==> src/rv_decode_pkg.sv <==
// widths, opcode and selector enums, fetch/control/immediate/decode-execute structs
package rv_decode_pkg;

  typedef logic [31:0] word_t;
  typedef logic [4:0]  reg_idx_t;
  typedef logic [2:0]  funct3_t;

  // RV32I major opcodes handled by this stage
  typedef enum logic [6:0] {
    OP     = 7'b0110011,
    OP_IMM = 7'b0010011,
    LUI    = 7'b0110111,
    AUIPC  = 7'b0010111,
    JAL    = 7'b1101111,
    JALR   = 7'b1100111,
    LOAD   = 7'b0000011,
    STORE  = 7'b0100011,
    BRANCH = 7'b1100011
  } opcode_t;

  typedef enum logic [1:0] {A_RS1, A_IMM_S, A_PC, A_ZERO} alu_a_sel_t;
  typedef enum logic [1:0] {B_RS1, B_RS2, B_IMM_SHAMT, B_IMM_U} alu_b_sel_t;
  typedef enum logic [1:0] {W_ALU = 2'd0, W_PC4 = 2'd1, W_IMM_U = 2'd2} w_src_t;

  // ADD is zero so a bubble carries a harmless op
  typedef enum logic [3:0] {ADD, SUB, SLL, SLT, SLTU, XOR, SRL, SRA, OR, AND} aluop_t;

  typedef struct packed {
    word_t instr;
    word_t pc;
    word_t pc4;
    logic  prediction;
  } fetch_decode_t;

  typedef struct packed {
    alu_a_sel_t alu_a_sel;
    alu_b_sel_t alu_b_sel;
    w_src_t     w_src;
    aluop_t     aluop;
    logic       wen;
    logic       dren;
    logic       dwen;
    logic       jump;
    logic       j_sel;
    logic       branch;
    funct3_t    load_type;
    funct3_t    branch_type;
    logic       imm_shamt_sel;
    logic       lui_instr;
    logic       illegal_insn;
  } decode_ctrl_t;

  typedef struct packed {
    word_t imm_i;
    word_t imm_s;
    word_t imm_sb;
    word_t imm_u;
    word_t imm_uj;
    word_t shamt;
  } imm_set_t;

  typedef struct packed {
    decode_ctrl_t ctrl;
    reg_idx_t     reg_rs1;
    reg_idx_t     reg_rs2;
    reg_idx_t     reg_rd;
    word_t        rs1_data;
    word_t        rs2_data;
    word_t        port_a;
    word_t        port_b;
    word_t        reg_file_wdata;
    word_t        j_base;
    word_t        j_offset;
    word_t        br_imm_sb;
    word_t        pc;
    word_t        pc4;
    logic         prediction;
  } id_ex_t;

endpackage
==> src/decode_stage.sv <==
// decode stage top level wiring the decoder, immediate generator and operand issue
`timescale 1ns/1ps

module decode_stage import rv_decode_pkg::*; (
  input  logic          CLK,
  input  logic          nRST,
  input  logic          halt,
  input  logic          stall,
  input  logic          id_ex_flush,
  input  logic          pc_en,
  input  fetch_decode_t fetch,
  output reg_idx_t      rs1,
  output reg_idx_t      rs2,
  input  word_t         rs1_data,
  input  word_t         rs2_data,
  output id_ex_t        id_ex
);

  decode_ctrl_t ctrl;
  imm_set_t     imms;
  reg_idx_t     rd;

  // rs1/rs2 go straight out to the register file
  instr_control_decoder u_decoder (
    .instr (fetch.instr),
    .ctrl  (ctrl),
    .rs1   (rs1),
    .rs2   (rs2),
    .rd    (rd)
  );

  imm_generator u_imm_gen (
    .instr (fetch.instr),
    .imms  (imms)
  );

  operand_issue u_issue (
    .CLK         (CLK),
    .nRST        (nRST),
    .halt        (halt),
    .stall       (stall),
    .id_ex_flush (id_ex_flush),
    .pc_en       (pc_en),
    .fetch       (fetch),
    .ctrl        (ctrl),
    .imms        (imms),
    .rs1         (rs1),
    .rs2         (rs2),
    .rd          (rd),
    .rs1_data    (rs1_data),
    .rs2_data    (rs2_data),
    .id_ex       (id_ex)
  );

endmodule

==> src/operand_issue.sv <==
// ALU operand, jump and write data selection and the decode/execute register
`timescale 1ns/1ps

module operand_issue import rv_decode_pkg::*; (
  input  logic          CLK,
  input  logic          nRST,
  input  logic          halt,
  input  logic          stall,
  input  logic          id_ex_flush,
  input  logic          pc_en,
  input  fetch_decode_t fetch,
  input  decode_ctrl_t  ctrl,
  input  imm_set_t      imms,
  input  reg_idx_t      rs1,
  input  reg_idx_t      rs2,
  input  reg_idx_t      rd,
  input  word_t         rs1_data,
  input  word_t         rs2_data,
  output id_ex_t        id_ex
);

  word_t  imm_or_shamt;
  word_t  port_a;
  word_t  port_b;
  word_t  w_data;
  word_t  j_base;
  word_t  j_offset;
  logic   bubble;
  logic   load;
  id_ex_t next_id_ex;

  assign imm_or_shamt = ctrl.imm_shamt_sel ? imms.shamt : imms.imm_i;

  always_comb begin
    case (ctrl.alu_a_sel)
      A_RS1:   port_a = rs1_data;
      A_IMM_S: port_a = imms.imm_s;
      A_PC:    port_a = fetch.pc;
      default: port_a = '0;
    endcase
  end

  always_comb begin
    case (ctrl.alu_b_sel)
      B_RS1:       port_b = rs1_data;
      B_RS2:       port_b = rs2_data;
      B_IMM_SHAMT: port_b = imm_or_shamt;
      default:     port_b = imms.imm_u;
    endcase
  end

  // jal is pc relative and jalr register relative
  assign j_base   = ctrl.j_sel ? fetch.pc : rs1_data;
  assign j_offset = ctrl.j_sel ? imms.imm_uj : imms.imm_i;

  always_comb begin
    case (ctrl.w_src)
      W_PC4:   w_data = fetch.pc4;
      W_IMM_U: w_data = imms.imm_u;
      default: w_data = '0;
    endcase
  end

  always_comb begin
    next_id_ex.ctrl           = ctrl;
    next_id_ex.reg_rs1        = rs1;
    next_id_ex.reg_rs2        = rs2;
    next_id_ex.reg_rd         = rd;
    next_id_ex.rs1_data       = rs1_data;
    next_id_ex.rs2_data       = rs2_data;
    next_id_ex.port_a         = port_a;
    next_id_ex.port_b         = port_b;
    next_id_ex.reg_file_wdata = w_data;
    next_id_ex.j_base         = j_base;
    next_id_ex.j_offset       = j_offset;
    next_id_ex.br_imm_sb      = imms.imm_sb;
    next_id_ex.pc             = fetch.pc;
    next_id_ex.pc4            = fetch.pc4;
    next_id_ex.prediction     = fetch.prediction;
  end

  // stall with pc_en inserts a bubble while pc_en low alone holds
  assign bubble = halt | ((id_ex_flush | stall) & pc_en);
  assign load   = pc_en & ~stall;

  always_ff @(posedge CLK, negedge nRST) begin
    if (!nRST) begin
      id_ex <= '0;
    end else if (bubble) begin
      id_ex <= '0;
    end else if (load) begin
      id_ex <= next_id_ex;
    end
  end

  // the link address handed on must follow the fetched pc
  assert property (@(posedge CLK) disable iff (!nRST)
    load && !bubble |-> fetch.pc4 == fetch.pc + 32'd4)
    else $error("fetch pc4 %h does not follow pc %h", fetch.pc4, fetch.pc);

endmodule

==> src/imm_generator.sv <==
// sign-extended I, S, SB, U and UJ immediates and the shift amount
`timescale 1ns/1ps

module imm_generator import rv_decode_pkg::*; (
  input  word_t    instr,
  output imm_set_t imms
);

  // bit 31 is the sign for every format
  logic sign;

  assign sign = instr[31];

  always_comb begin
    imms.imm_i = {{20{sign}}, instr[31:20]};

    imms.imm_s = {{20{sign}}, instr[31:25], instr[11:7]};

    // halfword aligned branch offset
    imms.imm_sb = {{19{sign}}, instr[31], instr[7], instr[30:25],
                   instr[11:8], 1'b0};

    // upper immediate already in place
    imms.imm_u = {instr[31:12], 12'b0};

    // halfword aligned jal offset
    imms.imm_uj = {{11{sign}}, instr[31], instr[19:12], instr[20],
                   instr[30:21], 1'b0};

    // shamt is unsigned
    imms.shamt = {27'b0, instr[24:20]};
  end

endmodule

==> src/instr_control_decoder.sv <==
// opcode and funct decoding into the control struct and register indices
`timescale 1ns/1ps

module instr_control_decoder import rv_decode_pkg::*; (
  input  word_t        instr,
  output decode_ctrl_t ctrl,
  output reg_idx_t     rs1,
  output reg_idx_t     rs2,
  output reg_idx_t     rd
);

  opcode_t opcode;
  funct3_t funct3;
  logic    bit30;

  // shared by OP and OP-IMM with bit 30 gating from the caller
  function automatic aluop_t funct_aluop(funct3_t f3, logic sub_en, logic sra_en);
    aluop_t op;
    case (f3)
      3'b000:  op = sub_en ? SUB : ADD;
      3'b001:  op = SLL;
      3'b010:  op = SLT;
      3'b011:  op = SLTU;
      3'b100:  op = XOR;
      3'b101:  op = sra_en ? SRA : SRL;
      3'b110:  op = OR;
      default: op = AND;
    endcase
    return op;
  endfunction

  assign opcode = opcode_t'(instr[6:0]);
  assign funct3 = instr[14:12];
  assign bit30  = instr[30];

  // register fields sit in fixed places for every format
  assign rs1 = instr[19:15];
  assign rs2 = instr[24:20];
  assign rd  = instr[11:7];

  always_comb begin
    ctrl = '0;
    case (opcode)
      OP: begin
        ctrl.alu_a_sel = A_RS1;
        ctrl.alu_b_sel = B_RS2;
        ctrl.aluop     = funct_aluop(funct3, bit30, bit30);
        ctrl.wen       = 1'b1;
      end
      OP_IMM: begin
        ctrl.alu_a_sel     = A_RS1;
        ctrl.alu_b_sel     = B_IMM_SHAMT;
        // bit 30 only picks the arithmetic shift since there is no SUBI
        ctrl.aluop         = funct_aluop(funct3, 1'b0, bit30);
        ctrl.imm_shamt_sel = (funct3 == 3'b001) || (funct3 == 3'b101);
        ctrl.wen           = 1'b1;
      end
      LUI: begin
        ctrl.w_src     = W_IMM_U;
        ctrl.lui_instr = 1'b1;
        ctrl.wen       = 1'b1;
      end
      AUIPC: begin
        ctrl.alu_a_sel = A_PC;
        ctrl.alu_b_sel = B_IMM_U;
        ctrl.aluop     = ADD;
        ctrl.wen       = 1'b1;
      end
      JAL: begin
        ctrl.jump  = 1'b1;
        ctrl.j_sel = 1'b1;
        ctrl.w_src = W_PC4;
        ctrl.wen   = 1'b1;
      end
      JALR: begin
        ctrl.jump  = 1'b1;
        ctrl.w_src = W_PC4;
        ctrl.wen   = 1'b1;
      end
      LOAD: begin
        ctrl.alu_a_sel = A_RS1;
        ctrl.alu_b_sel = B_IMM_SHAMT;
        ctrl.aluop     = ADD;
        ctrl.dren      = 1'b1;
        ctrl.wen       = 1'b1;
        ctrl.load_type = funct3;
      end
      STORE: begin
        // address is imm_s + rs1 and the store data is rs2_data downstream
        ctrl.alu_a_sel = A_IMM_S;
        ctrl.alu_b_sel = B_RS1;
        ctrl.aluop     = ADD;
        ctrl.dwen      = 1'b1;
      end
      BRANCH: begin
        ctrl.alu_a_sel   = A_RS1;
        ctrl.alu_b_sel   = B_RS2;
        ctrl.aluop       = SUB;
        ctrl.branch      = 1'b1;
        ctrl.branch_type = funct3;
      end
      default: ctrl.illegal_insn = 1'b1;
    endcase
  end

endmodule

==> config.mk <==
export PLATFORM = sky130hd
export DESIGN_NAME = decode_stage
export DESIGN_NICKNAME = d
export VERILOG_FILES = /design/src/rv_decode_pkg.sv /design/src/decode_stage.sv /design/src/operand_issue.sv /design/src/imm_generator.sv /design/src/instr_control_decoder.sv
export SDC_FILE = /design/constraint.sdc
export NUM_CORES = 1
export LEC_CHECK = 0
export BUFFER_PORTS_ARGS = -buffer_cell sky130_fd_sc_hd__buf_2
export CAP_MARGIN = 20
export CELL_PAD_IN_SITES_DETAIL_PLACEMENT = 1
export CELL_PAD_IN_SITES_GLOBAL_PLACEMENT = 2
export CORE_MARGIN = 4
export CORE_UTILIZATION = 32
export DETAILED_ROUTE_END_ITERATION = 10
export HOLD_SLACK_MARGIN = 0.15
export PLACE_DENSITY_LB_ADDON = 0.1
export SLEW_MARGIN = 20
export SYNTH_ARGS = -nofsm -noshare
export SYNTH_HDL_FRONTEND = slang
export SYNTH_SLANG_ARGS = --single-unit
==> constraint.sdc <==
create_clock -name CLK -period 3.2 [get_ports CLK]
set_clock_uncertainty 0.05 [all_clocks]
set_input_delay 0.96 -clock CLK [delete_from_list [all_inputs] [get_ports CLK]]
set_output_delay 0.96 -clock CLK [all_outputs]
set_load 0.03 [all_outputs]
After elaboration in Yosys (flattened, before gate mapping)
Index checks and enable logic that the tools add are counted.
{ "totals": {"ff_bits": 361, "in_bits": 167, "out_inout_bits": 371, "wordCells": 91} }
{ "classes": {"eq_ne": 21, "n_mux": 26, "n_bitwise": 5, "reduce_logical": 10} }
{ "ops": {"columns": ["operator", "n"], "rows": [
  ["361-bit two-way mux", 2],
  ["32-bit case mux with 3 select lines", 2],
  ["32-bit two-way mux", 2],
  ["32-bit case mux with 2 select lines", 1],
  ["4-bit case mux with 7 select lines", 2],
  ["7-bit by 6-bit equality test with 1-bit output (second input constant)", 3],
  ["7-bit equality test (second input constant)", 3],
  ["20-bit two-way mux", 1],
  ["4-bit case mux with 4 select lines", 1],
  ["7-bit by 5-bit equality test with 1-bit output (second input constant)", 2],
  ["4-bit case mux with 3 select lines", 1],
  ["1-bit two-way mux", 11],
  ["3-bit equality test (second input constant)", 3],
  ["9-bit OR reduction", 1],
  ["7-bit by 2-bit equality test with 1-bit output (second input constant)", 1],
  ["7-bit OR reduction", 1],
  ["2-bit by 1-bit equality test with 1-bit output (second input constant)", 3],
  ["2-bit equality test (second input constant)", 3],
  ["3-bit by 2-bit equality test with 1-bit output (second input constant)", 2],
  ["3-bit two-way mux", 2],
  ["2-bit OR reduction", 3],
  ["2-bit logical NOT", 2],
  ["2-bit case mux with 2 select lines", 1],
  ["3-bit by 1-bit equality test with 1-bit output (second input constant)", 1],
  ["6 further kinds", 8]
]} }

Longest topological paths before layout
Gate-level depths: netlist of the first run.
{ "logic_depth": {"ltp_word": 7, "mapped_depth": 11, "ltp_nobuf": 7} }

Cells and area by module
From an unflattened synthesis of the first run, not the netlist that was laid out.
{ "unflattened": {"cells_unflattened": 1548, "hier_area_um2": 17569.4} }
{ "modules_own_cells": {"columns": ["mod", "instances", "cells_each", "area_each_um2", "seq_area_each_um2"], "rows": [
  ["operand_issue", 1, 1277, 15608.7, 9033.7],
  ["imm_generator", 1, 193, 1445.1, 0.0],
  ["instr_control_decoder", 1, 78, 515.5, 0.0]
]} }

Worst setup path after synthesis of the first run
OpenSTA, ideal clock, no wires.
{ "synth_timing": {"path_kind": "input-to-reg", "start": "input fetch[71] (netlist bit)", "end": "register u_issue.id_ex[191] (netlist name)", "setup_ps": 66, "t_arrival_ps": 2772, "required_time_ps": 3084, "setup_slack_ps": 312, "cell_stages": 11, "n_path_buf": 4, "path_cell_list": "buf_2 and3b_1 nand3_1 ha_1 nor2b_1 clkbuf_1 and2_0 clkbuf_1 buf_2 a32oi_1 nand2_1"} }
{ "synth_between": {"elab_chain_cells": 7, "elab_cells_between_ends": 10, "classes_between": "eq/ne (5); mux (4); reduce/logical (1)"} }
{ "synth_lines": {"columns": ["item", "line", "text"], "rows": [
  ["from (decl)", "decode_stage.sv:11", "input fetch_decode_t fetch,"],
  ["7-bit equality test", "instr_control_decoder.sv:43", "case (opcode)"],
  ["2-bit OR reduction (no source line)", null, null],
  ["2-bit case mux with 2 select lines (*)", "instr_control_decoder.sv:43", null],
  ["2-bit equality test / 2-bit by 1-bit equality test with 1-bit output (equally long branches)", "operand_issue.sv:57", "case (ctrl.w_src)"],
  ["32-bit case mux with 2 select lines (*)", "operand_issue.sv:57", null],
  ["361-bit two-way mux (*)", "operand_issue.sv:91", "end else if (load) begin"],
  ["361-bit two-way mux (*)", "operand_issue.sv:89", "end else if (bubble) begin"]
]} }
Every way passes the cells marked *; elsewhere a longest branch is shown, timed or not. The select of a mux whose other input is x is not followed.
A chain may end at the register's enable or synchronous reset.

==> results of run 1 <==
==> worst paths after layout <==
path / slack (ns) / startpoint / to / cells after the start
setup / recovery: 0.44 / u_issue.id_ex[127] / id_ex[92] / 1
hold / removal: 0.32 / nRST / u_issue.id_ex[51] / 1
setup reg to reg: 1.99 / u_issue.id_ex[127] / u_issue.id_ex[127] / 1
hold reg to reg: 0.42 / u_issue.id_ex[192] / u_issue.id_ex[192] / 2
max in group asynchronous: 2.01 / nRST / u_issue.id_ex[219] / 2
min in group CLK: 0.42 / u_issue.id_ex[192] / u_issue.id_ex[192] / 2
==> metal layers <==
layer  up-vias  track usage, %
met5         -               0
met4         8            6.87
met3        77            6.50
met2       386            42.3
met1      6357            31.4
li1       5583               -
==> metrics by stage <==
| stage | util [%] | cells |
|---|---|---|
| final | 42.8 | 2354 |
| after global routing | 42.8 | 2354 |
| after CTS | 42.8 | 2351 |
| after detailed placement | 40.0 | 2284 |
| after global placement | 40.0 | 2284 |
| after floorplan | - | 1295 |
==> final cells by class <==
cell class                      count  area (sq um)
Timing Repair Buffer              589          3250
Inverter                            6          22.5
Sequential cell                   313          7830
Tap cell                          577           722
Clock inverter                      7          78.8
Multi-Input combinational cell    799          5090
Antenna cell                        3          7.51
Clock buffer                       60          1100
Fill cell                        4826         24200
==> power by group through the flow <==
stage | Combinational, W | Clock (W) | Sequential, W
final | 0.00101 | 0.00417 | 0.00408
after floorplan | 0.000331 | 0 | 0.00430
after CTS | 0.00103 | 0.00430 | 0.00408
after global placement | 0.00102 | 0 | 0.00415
after detailed placement | 0.00103 | 0 | 0.00415
after global routing | 0.00109 | 0.00445 | 0.00409
==> synthesized netlist by cell type, types with 2 or more instances <==
cell | count | area (sq um)
nand3_1 | 25 | 125
buf_4 | 58 | 435
a211o_1 | 5 | 43.8
nand2_1 | 158 | 593
inv_1 | 6 | 22.5
buf_2 | 22 | 110
a211oi_1 | 2 | 15.0
a22oi_1 | 46 | 345
o32ai_1 | 21 | 184
dfrtp_1 | 313 | 7830
o21ai_0 | 144 | 721
and2_1 | 2 | 12.5
buf_1 | 3 | 11.3
nand2b_1 | 20 | 125
and3b_1 | 2 | 17.5
a32oi_1 | 7 | 61.3
nor2b_1 | 3 | 18.8
clkbuf_1 | 93 | 349
ha_1 | 3 | 37.5
and3_1 | 6 | 37.5
o211ai_1 | 3 | 22.5
a21o_1 | 7 | 52.6
nor2_1 | 21 | 78.8
nand3b_1 | 2 | 15.0
a21oi_1 | 60 | 300
nor3_1 | 22 | 110
mux2i_1 | 31 | 310
nor4_1 | 19 | 119
a22o_1 | 170 | 1490
==> cell families (layout without fill, tap and decap cells) <==
family / after synthesis / in the layout / share of synthesized area (%)
other: 1 / 4 / 0.0272
AND/OR/NAND/NOR: 290 / 290 / 9.88
buffers and inverters: 183 / 662 / 6.81
AO/OA/AOI/OAI: 472 / 472 / 23.9
XOR/XNOR: 1 / 1 / 0.0635
multiplexers: 31 / 31 / 2.25
flip-flops: 313 / 313 / 56.7
adder cells (fa/ha/maj): 4 / 4 / 0.345
==> impl_metrics.csv, run 1 <==
group,metric,value,unit
die,fp.dieH,216,um
yosys,ys_seq_elements,313,
placed_design,gp_congestion,0.800,
global_routing,antenna_found_initial,7,
clock_tree,cts.sinks,313,
timing,worst_slack,0.438,ns
flow_run,drv_cap,0,
power,vdd_drop_max,0.337,mV
timing,fin_hold_ws,0.318,ns
die,row_count,75,
power,clockPowerShare,45.0,%
layout,largestRegisters,"u_issue.id_ex x313",
routing,ant_nets,0,
timing,fin_tns_setup,0,ns
yosys,synth-edff-count,0,
timing,setup_violations,0,
worst_setup_path,worstSetupPathType,"reg2out",
worst_setup_path,path_buf_inv,1,
power,p_per_area,512,mW/mm^2
routing,dr.pass1.iters,4,
yosys,synthCells,1295,
clock_tree,h-tree-depth,2,
global_routing,gr-usage-all-layers,24.9,%
timing,max_freq,362,MHz
worst_setup_path,critPathLaunchType,"flop",
placed_design,dp_hpwl,43.8,mm
yosys,async_flop_share,100,%
yosys,synth_cell_types,50,
routing,vias,12400,
timing,final_hold_viol_count,0,
clock_tree,ctsLongestPathBuffers,3,
routing,avgViaCountPerCell,5.27,
yosys,ys.flop_type,"dfrtp_1",
timing,tightest_slew,1.01,ns
timing,rsz0062_at_grt,"false",
yosys,syn_nets,1465,
routing,drc,0,
yosys,yosysWarnings,0,
power,p_comb_share,10.9,%
timing,slew_headroom,32.4,%
timing,period_share,86.3,%
die,io_pins,538,
global_routing,grt_pass1_vias,13300,
layout,final_cell_mix,"buf_2, dfrtp_1, a22o_1, nand2_1, o21ai_0",
clock_tree,post-cts-setup-buffers,0,
worst_hold_path,hold_path.class,"in2async",
power,power.total,0.00926,W
placed_design,port_buffers,536,
power,intPower,0.00676,W
power,pwr-share-seq,44.1,%
die,dieArea,0.0465,sq mm
worst_setup_path,cp_max_fo,33,
placed_design,place_ws,0.0141,ns
die,start_util,32.6,%
layout,regMostFlops,"u_issue.id_ex",
power,power_switching,0.00250,W
layout,final_cell_area,0.0181,sq mm
die,die_width,216,um
routing,wl_met1,24.8,mm
timing,layout_min_cycle_time,2.76,ns
timing,drv_slew,0,
worst_setup_path,crit_chain,"buf_2",
routing,wl,59.8,mm
worst_setup_path,crit_arrival,1.75,ns
clock_tree,ctsResizeCount,0,
clock_tree,cts_inserted_buffers,38,
routing,wl_met3,4.08,mm
clock_tree,cts.reportedPaths.clkPinSlew,0.06,ns
clock_tree,tritoncts,"yes",
worst_setup_path,cp_top_family,"flip-flops",
clock_tree,clock_latency,0.54,ns
routing,drt_iter0_markers,703,
clock_tree,ctsHoldBuffers,0,
layout,drive_gt1_share,37.0,%
worst_setup_path,cp.required,2.19,ns
layout,layout_commonest_cell,"buf_2",
outcome,status,"completed",
layout,syn_to_final_growth,31.2,%
layout,largest_reg_flops,313,
routing,topRoutingLayerUsed,"met5",
global_routing,grt_max_degree,116,
power,p_sw_share,27.0,%
yosys,synth_area,0.0138,sq mm
clock_tree,cts-root-buf,"clkbuf_16",
global_routing,grt_first_pass_wirelength,88.7,mm
yosys,syn_area_per_cell,10.7,sq um
global_routing,gr-total-overflow,0,
layout,nNetsFinal,1917,
yosys,ys_seq_area_share,56.7,%
die,core-area,0.0423,sq mm
power,leakage,9.59,nW
worst_setup_path,crit_path_top_delay_cell,"dfrtp_1",
worst_setup_path,cp-end-kind,"output pin",
worst_setup_path,crit_path_max_incr_delay,0.85,ns
routing,routedWlPerCell,25.4,um
placed_design,placed_area,0.0169,sq mm
routing,dr_wl_met2,29.4,mm
No activity file was read; power rests on OpenSTA's default activity.
==> inputs of run 2 (changes only) <==
CORE_UTILIZATION = 27   (was 32)
clock period = 2.2 ns   (was 3.2 ns; I/O delays follow)
==> run 2 against run 1 <==
Setup slack got worse by 0.33 ns. Count of clock-buffer cells in the layout fell by 6. Combinational power rose by 57%. Power rose by 49%. First-iteration DRC count fell by 18%. Critical path type unchanged. Largest power group unchanged.
==> impl_metrics.csv, run 2 (synthesized netlist as in run 1, its figures left out) <==
group,metric,value,unit
outcome,status,"completed",
clock_tree,h-tree-depth,2,
worst_setup_path,cp.required,1.49,ns
layout,largestRegisters,"u_issue.id_ex x313",
worst_setup_path,cp_max_fo,32,
placed_design,place_inst,2439,
global_routing,met1_usage,28.5,%
worst_setup_path,reg2reg_to,"u_issue.id_ex[229]",
worst_setup_path,r2r-start,"u_issue.id_ex[229]",
global_routing,grt_most_used_layer,"met2",
worst_setup_path,crit_arrival,1.39,ns
worst_hold_path,whs_endpoint,"u_issue.id_ex[29]",
layout,final_cells,2513,
layout,final_cell_mix,"buf_2, dfrtp_1, a22o_1, nand2_1, o21ai_0",
layout,syn_to_final_growth,37.6,%
timing,tightest_slew,0.615,ns
routing,drc,0,
routing,drt_iter0_markers,574,
clock_tree,cts_inserted_buffers,39,
timing,final_hold_viol_count,0,
layout,nNetsFinal,1979,
layout,post-route-util,37.7,%
worst_setup_path,worstSetupPathType,"reg2out",
timing,slew_headroom,58.9,%
worst_setup_path,cp-end-kind,"output pin",
die,die_width,234,um
worst_setup_path,ff2ff_path_depth,3,
timing,max_freq,477,MHz
routing,routedWlPerCell,25.1,um
global_routing,gr-usage-met3,5.95,%
power,vdd_drop_max,0.439,mV
clock_tree,clock_latency,0.55,ns
global_routing,met2_usage,37.5,%
placed_design,gp_congestion,0.811,
layout,layout_commonest_cell,"buf_2",
timing,drv_slew,0,
clock_tree,cts.reportedPaths.clkPinSlew,0.06,ns
timing,fin_hold_ws,0.288,ns
power,p_per_area,726,mW/mm^2
worst_hold_path,hold_path.class,"in2reg",
die,fp.dieH,234,um
global_routing,grt_pass1_vias,13500,
routing,ant_nets,0,
routing,avgViaCountPerCell,5.03,
placed_design,dp_hpwl,47.2,mm
global_routing,grt_first_pass_wirelength,91.6,mm
clock_tree,cts-root-buf,"clkbuf_16",
placed_design,place_ws,-0.702,ns
timing,period_share,95.3,%
layout,largest_reg_flops,313,
routing,wl,63.0,mm
die,row_count,82,
clock_tree,ctsLongestPathBuffers,3,
power,leakage,9.99,nW
layout,regMostFlops,"u_issue.id_ex",
die,dieArea,0.0548,sq mm
worst_setup_path,critPathLaunchType,"flop",
global_routing,grt_max_degree,75,
routing,dr.pass1.iters,4,
timing,setup_violations,0,
global_routing,gr-total-overflow,0,
worst_hold_path,whs_path_depth,2,
die,start_util,27.4,%
clock_tree,cts.sinks,313,
clock_tree,tritoncts,"yes",
layout,drive_gt1_share,39.4,%
routing,vias,12600,
die,core-area,0.0504,sq mm
placed_design,port_buffers,536,
global_routing,antenna_found_initial,8,
flow_run,drv_cap,0,
worst_setup_path,rrSetupSlack,1.22,ns
global_routing,gr-usage-all-layers,22.2,%
worst_hold_path,worstHoldStart,"fetch[29]",
die,io_pins,538,
timing,layout_min_cycle_time,2.10,ns
timing,worst_slack,0.104,ns
timing,rsz0062_at_grt,"false",
==> run 2: changes by cell type in the layout (fill, tap and decap cells not counted), sizes merged <==
cell and change:
dlygate4sd3 +1, bufinv +2, buf +60, diode +2, inv +1, clkbuf -6, clkinv +4
==> run 2: worst max-delay path by stage <==
stage | from | end | slack [ns]
floorplan | fetch[71] | u_issue.id_ex[190] | -0.17
global placement | fetch[69] | u_issue.id_ex[176] | -0.64
detailed placement | fetch[69] | u_issue.id_ex[186] | -0.70
CTS | u_issue.id_ex[127] | id_ex[118] | 0.02
global route | u_issue.id_ex[127] | id_ex[126] | 0.04
finish | u_issue.id_ex[127] | id_ex[118] | 0.10
==> run 2: repair_timing <==
| item | in CTS | in global routing |
|---|---|---|
| endpoints found under the setup margin | 18 | 32 |
| resized for setup | 1 | 1 |
| hold buffers | 1 | 0 |
| endpoints found under the hold margin | 25 | 0 |
| buffers inserted | 0 | 0 |
==> run 2: critical path: stages, from the launching register on <==
cell and delay, ns:
dfrtp_1 0.39, buf_6 0.21, buf_2 0.23
==> run 2: stage by stage <==
step	total power, W	setup TNS (ns)	cell area (sq um)
after floorplan	0.00675	-1.64	13800
after global placement	0.00765	-37.57	17800
after detailed placement	0.00766	-41.26	17800
after CTS	0.0141	0	19000
after global routing	0.0144	0	19000
final	0.0138	0	19000
==> run 2: cell type report <==
cell class | count | area [sq um]
antenna | 5 | 12.5
tap | 672 | 841
inverter | 6 | 22.5
multi-input combinational | 799 | 5110
clock inverter | 14 | 156
sequential | 313 | 7830
clock buffer | 54 | 1050
timing repair buffer | 650 | 3970
fill | 5713 | 31400
==> run 2: where the power goes <==
part / switching [W] / internal (W)
Clock: 0.00256 / 0.00370
Combinational: 0.00110 / 0.000485
Sequential: 0.0000657 / 0.00587
Total: 0.00373 / 0.0101
==> run 2: per-layer routing <==
layer,vias to the layer above,part of all wire (%)
met3,79,6.3
met4,4,2.3
li1,5729,-
met5,-,0.038
met1,6509,42
met2,313,49
==> inputs of run 3 (changes only) <==
RECOVER_POWER = 50   (was not set)
==> run 3 against run 2 <==
Routed wire length is 0.10% higher. Final cell count stayed put. Power is 0.21% lower. Fmax hardly changed. Global-route usage stayed put. Largest power group unchanged.
==> impl_metrics.csv, run 3 (synthesized netlist as in run 1, its figures left out) <==
group,metric,value,unit
layout,final_cell_mix,"buf_2, dfrtp_1, a22o_1, nand2_1, o21ai_0",
placed_design,place_inst,2439,
layout,syn_to_final_growth,36.6,%
die,dieArea,0.0548,sq mm
worst_hold_path,whs_endpoint,"u_issue.id_ex[29]",
timing,rsz0062_at_grt,"false",
die,row_count,82,
routing,dr.pass1.iters,4,
global_routing,grt_first_pass_wirelength,91.6,mm
timing,layout_min_cycle_time,2.10,ns
power,vdd_drop_max,0.440,mV
layout,nNetsFinal,1979,
worst_hold_path,worstHoldStart,"fetch[29]",
worst_setup_path,critPathLaunch,"u_issue.id_ex[127]",
clock_tree,cts.sinks,313,
flow_run,drv_cap,0,
die,io_pins,538,
timing,final_hold_viol_count,0,
placed_design,gp_congestion,0.811,
layout,post-route-util,37.4,%
outcome,status,"completed",
clock_tree,h-tree-depth,2,
clock_tree,tritoncts,"yes",
worst_setup_path,cp_top_family,"buffers and inverters",
layout,register_area,0.00783,sq mm
worst_setup_path,worstSetupPathType,"reg2out",
worst_setup_path,crit_path_max_incr_delay,0.39,ns
layout,multi_input_area,0.00511,sq mm
worst_hold_path,whs_path_depth,2,
global_routing,grt_pass1_vias,13500,
clock_tree,clock_latency,0.55,ns
global_routing,antenna_found_initial,8,
placed_design,dp_hpwl,47.2,mm
routing,drc,0,
clock_tree,cts-root-buf,"clkbuf_16",
routing,vias,12700,
timing,fin_hold_ws,0.287,ns
worst_setup_path,crit_path_top_delay_cell,"dfrtp_1",
layout,regMostFlops,"u_issue.id_ex",
power,leakage,9.90,nW
layout,layout_commonest_cell,"buf_2",
die,core-area,0.0504,sq mm
routing,wl,63.1,mm
worst_setup_path,crit_arrival,1.39,ns
routing,avgViaCountPerCell,5.04,
global_routing,gr-total-overflow,0,
routing,drt_iter0_markers,569,
routing,ant_nets,0,
worst_setup_path,r2r-start,"u_issue.id_ex[229]",
worst_setup_path,crit_chain,"buf_6 -> buf_2",
worst_setup_path,path_buf_inv,2,
timing,fin_tns_setup,0,ns
worst_setup_path,rrSetupSlack,1.22,ns
timing,max_freq,477,MHz
worst_setup_path,critPathLaunchType,"flop",
global_routing,gr-usage-all-layers,22.2,%
layout,largestRegisters,"u_issue.id_ex x313",
clock_tree,cts_inserted_buffers,39,
layout,fillers,5734,
clock_tree,cts.reportedPaths.clkPinSlew,0.06,ns
global_routing,grt_max_degree,75,
worst_setup_path,cp.required,1.49,ns
power,p_per_area,730,mW/mm^2
die,start_util,27.4,%
worst_hold_path,hold_path.class,"in2reg",
worst_setup_path,cp_max_fo,32,
die,fp.dieH,234,um
timing,period_share,95.2,%
worst_setup_path,ff2ff_path_depth,3,
placed_design,port_buffers,536,
layout,largest_reg_flops,313,
clock_tree,ctsLongestPathBuffers,3,
die,die_width,234,um
timing,tightest_slew,1.04,ns
routing,routedWlPerCell,25.1,um
worst_setup_path,reg2reg_to,"u_issue.id_ex[229]",
worst_setup_path,cp-end-kind,"output pin",
timing,drv_slew,0,
timing,slew_headroom,30.6,%
layout,drive_gt1_share,38.6,%
layout,final_cells,2513,
timing,setup_violations,0,
==> run 3: stage by stage <==
stage          total power, W  instance area [sq um]  worst slack [ns]
2_1_floorplan         0.00675                  13800            -0.169
3_3_place_gp          0.00765                  17800            -0.639
3_5_place_dp          0.00766                  17800            -0.702
4_1_cts                0.0141                  19000            0.0233
5_1_grt                0.0144                  18800            0.0274
6_report               0.0138                  18900             0.105
==> run 3: power by group <==
group	leakage [nW]	switching, W	internal (W)
sequential	4.33	0.0000656	0.00587
clock	0.598	0.00257	0.00370
combinational	4.97	0.00110	0.000458
==> run 3: worst reg2reg max path, stage by stage, from the launching register on <==
cell and delay (ns):
dfrtp_1 0.37, a22o_1 0.21, a21oi_1 0.12, o21ai_0 0.10
==> run 3: worst max path at each step <==
stage | slack (ns) | cells after the start | end
final | 0.10 | 2 | id_ex[118]
after global routing | 0.03 | 3 | u_issue.id_ex[201]
after CTS | 0.02 | 2 | id_ex[118]
after detailed placement | -0.70 | 7 | u_issue.id_ex[186]
after global placement | -0.64 | 7 | u_issue.id_ex[176]
after floorplan | -0.17 | 11 | u_issue.id_ex[190]
==> run 3: what timing repair did <==
| action | CTS | global route |
|---|---|---|
| setup buffers | 0 | 0 |
| gates resized for setup | 1 | 1 |
| hold buffers | 1 | 0 |
| hold endpoints to repair | 25 | 0 |
| endpoints found under the setup margin | 18 | 32 |
==> run 3: layer usage <==
metal / GRT usage [%] / vias to the layer above / routed length, um
met5: 0 / - / 24
met4: 5.31 / 4 / 1440
met3: 5.95 / 79 / 4050
met2: 37.5 / 321 / 31100
met1: 28.5 / 6537 / 26400
li1: - / 5723 / -
==> run 3: area by class of cell <==
class,count,area share (%)
Clock inverter,14,0.830
Clock buffer,54,5.58
Tap cell,672,4.46
Inverter,6,0.119
Multi-Input combinational cell,799,27.1
Timing Repair Buffer,650,20.3
Sequential cell,313,41.6
Antenna cell,5,0.0664
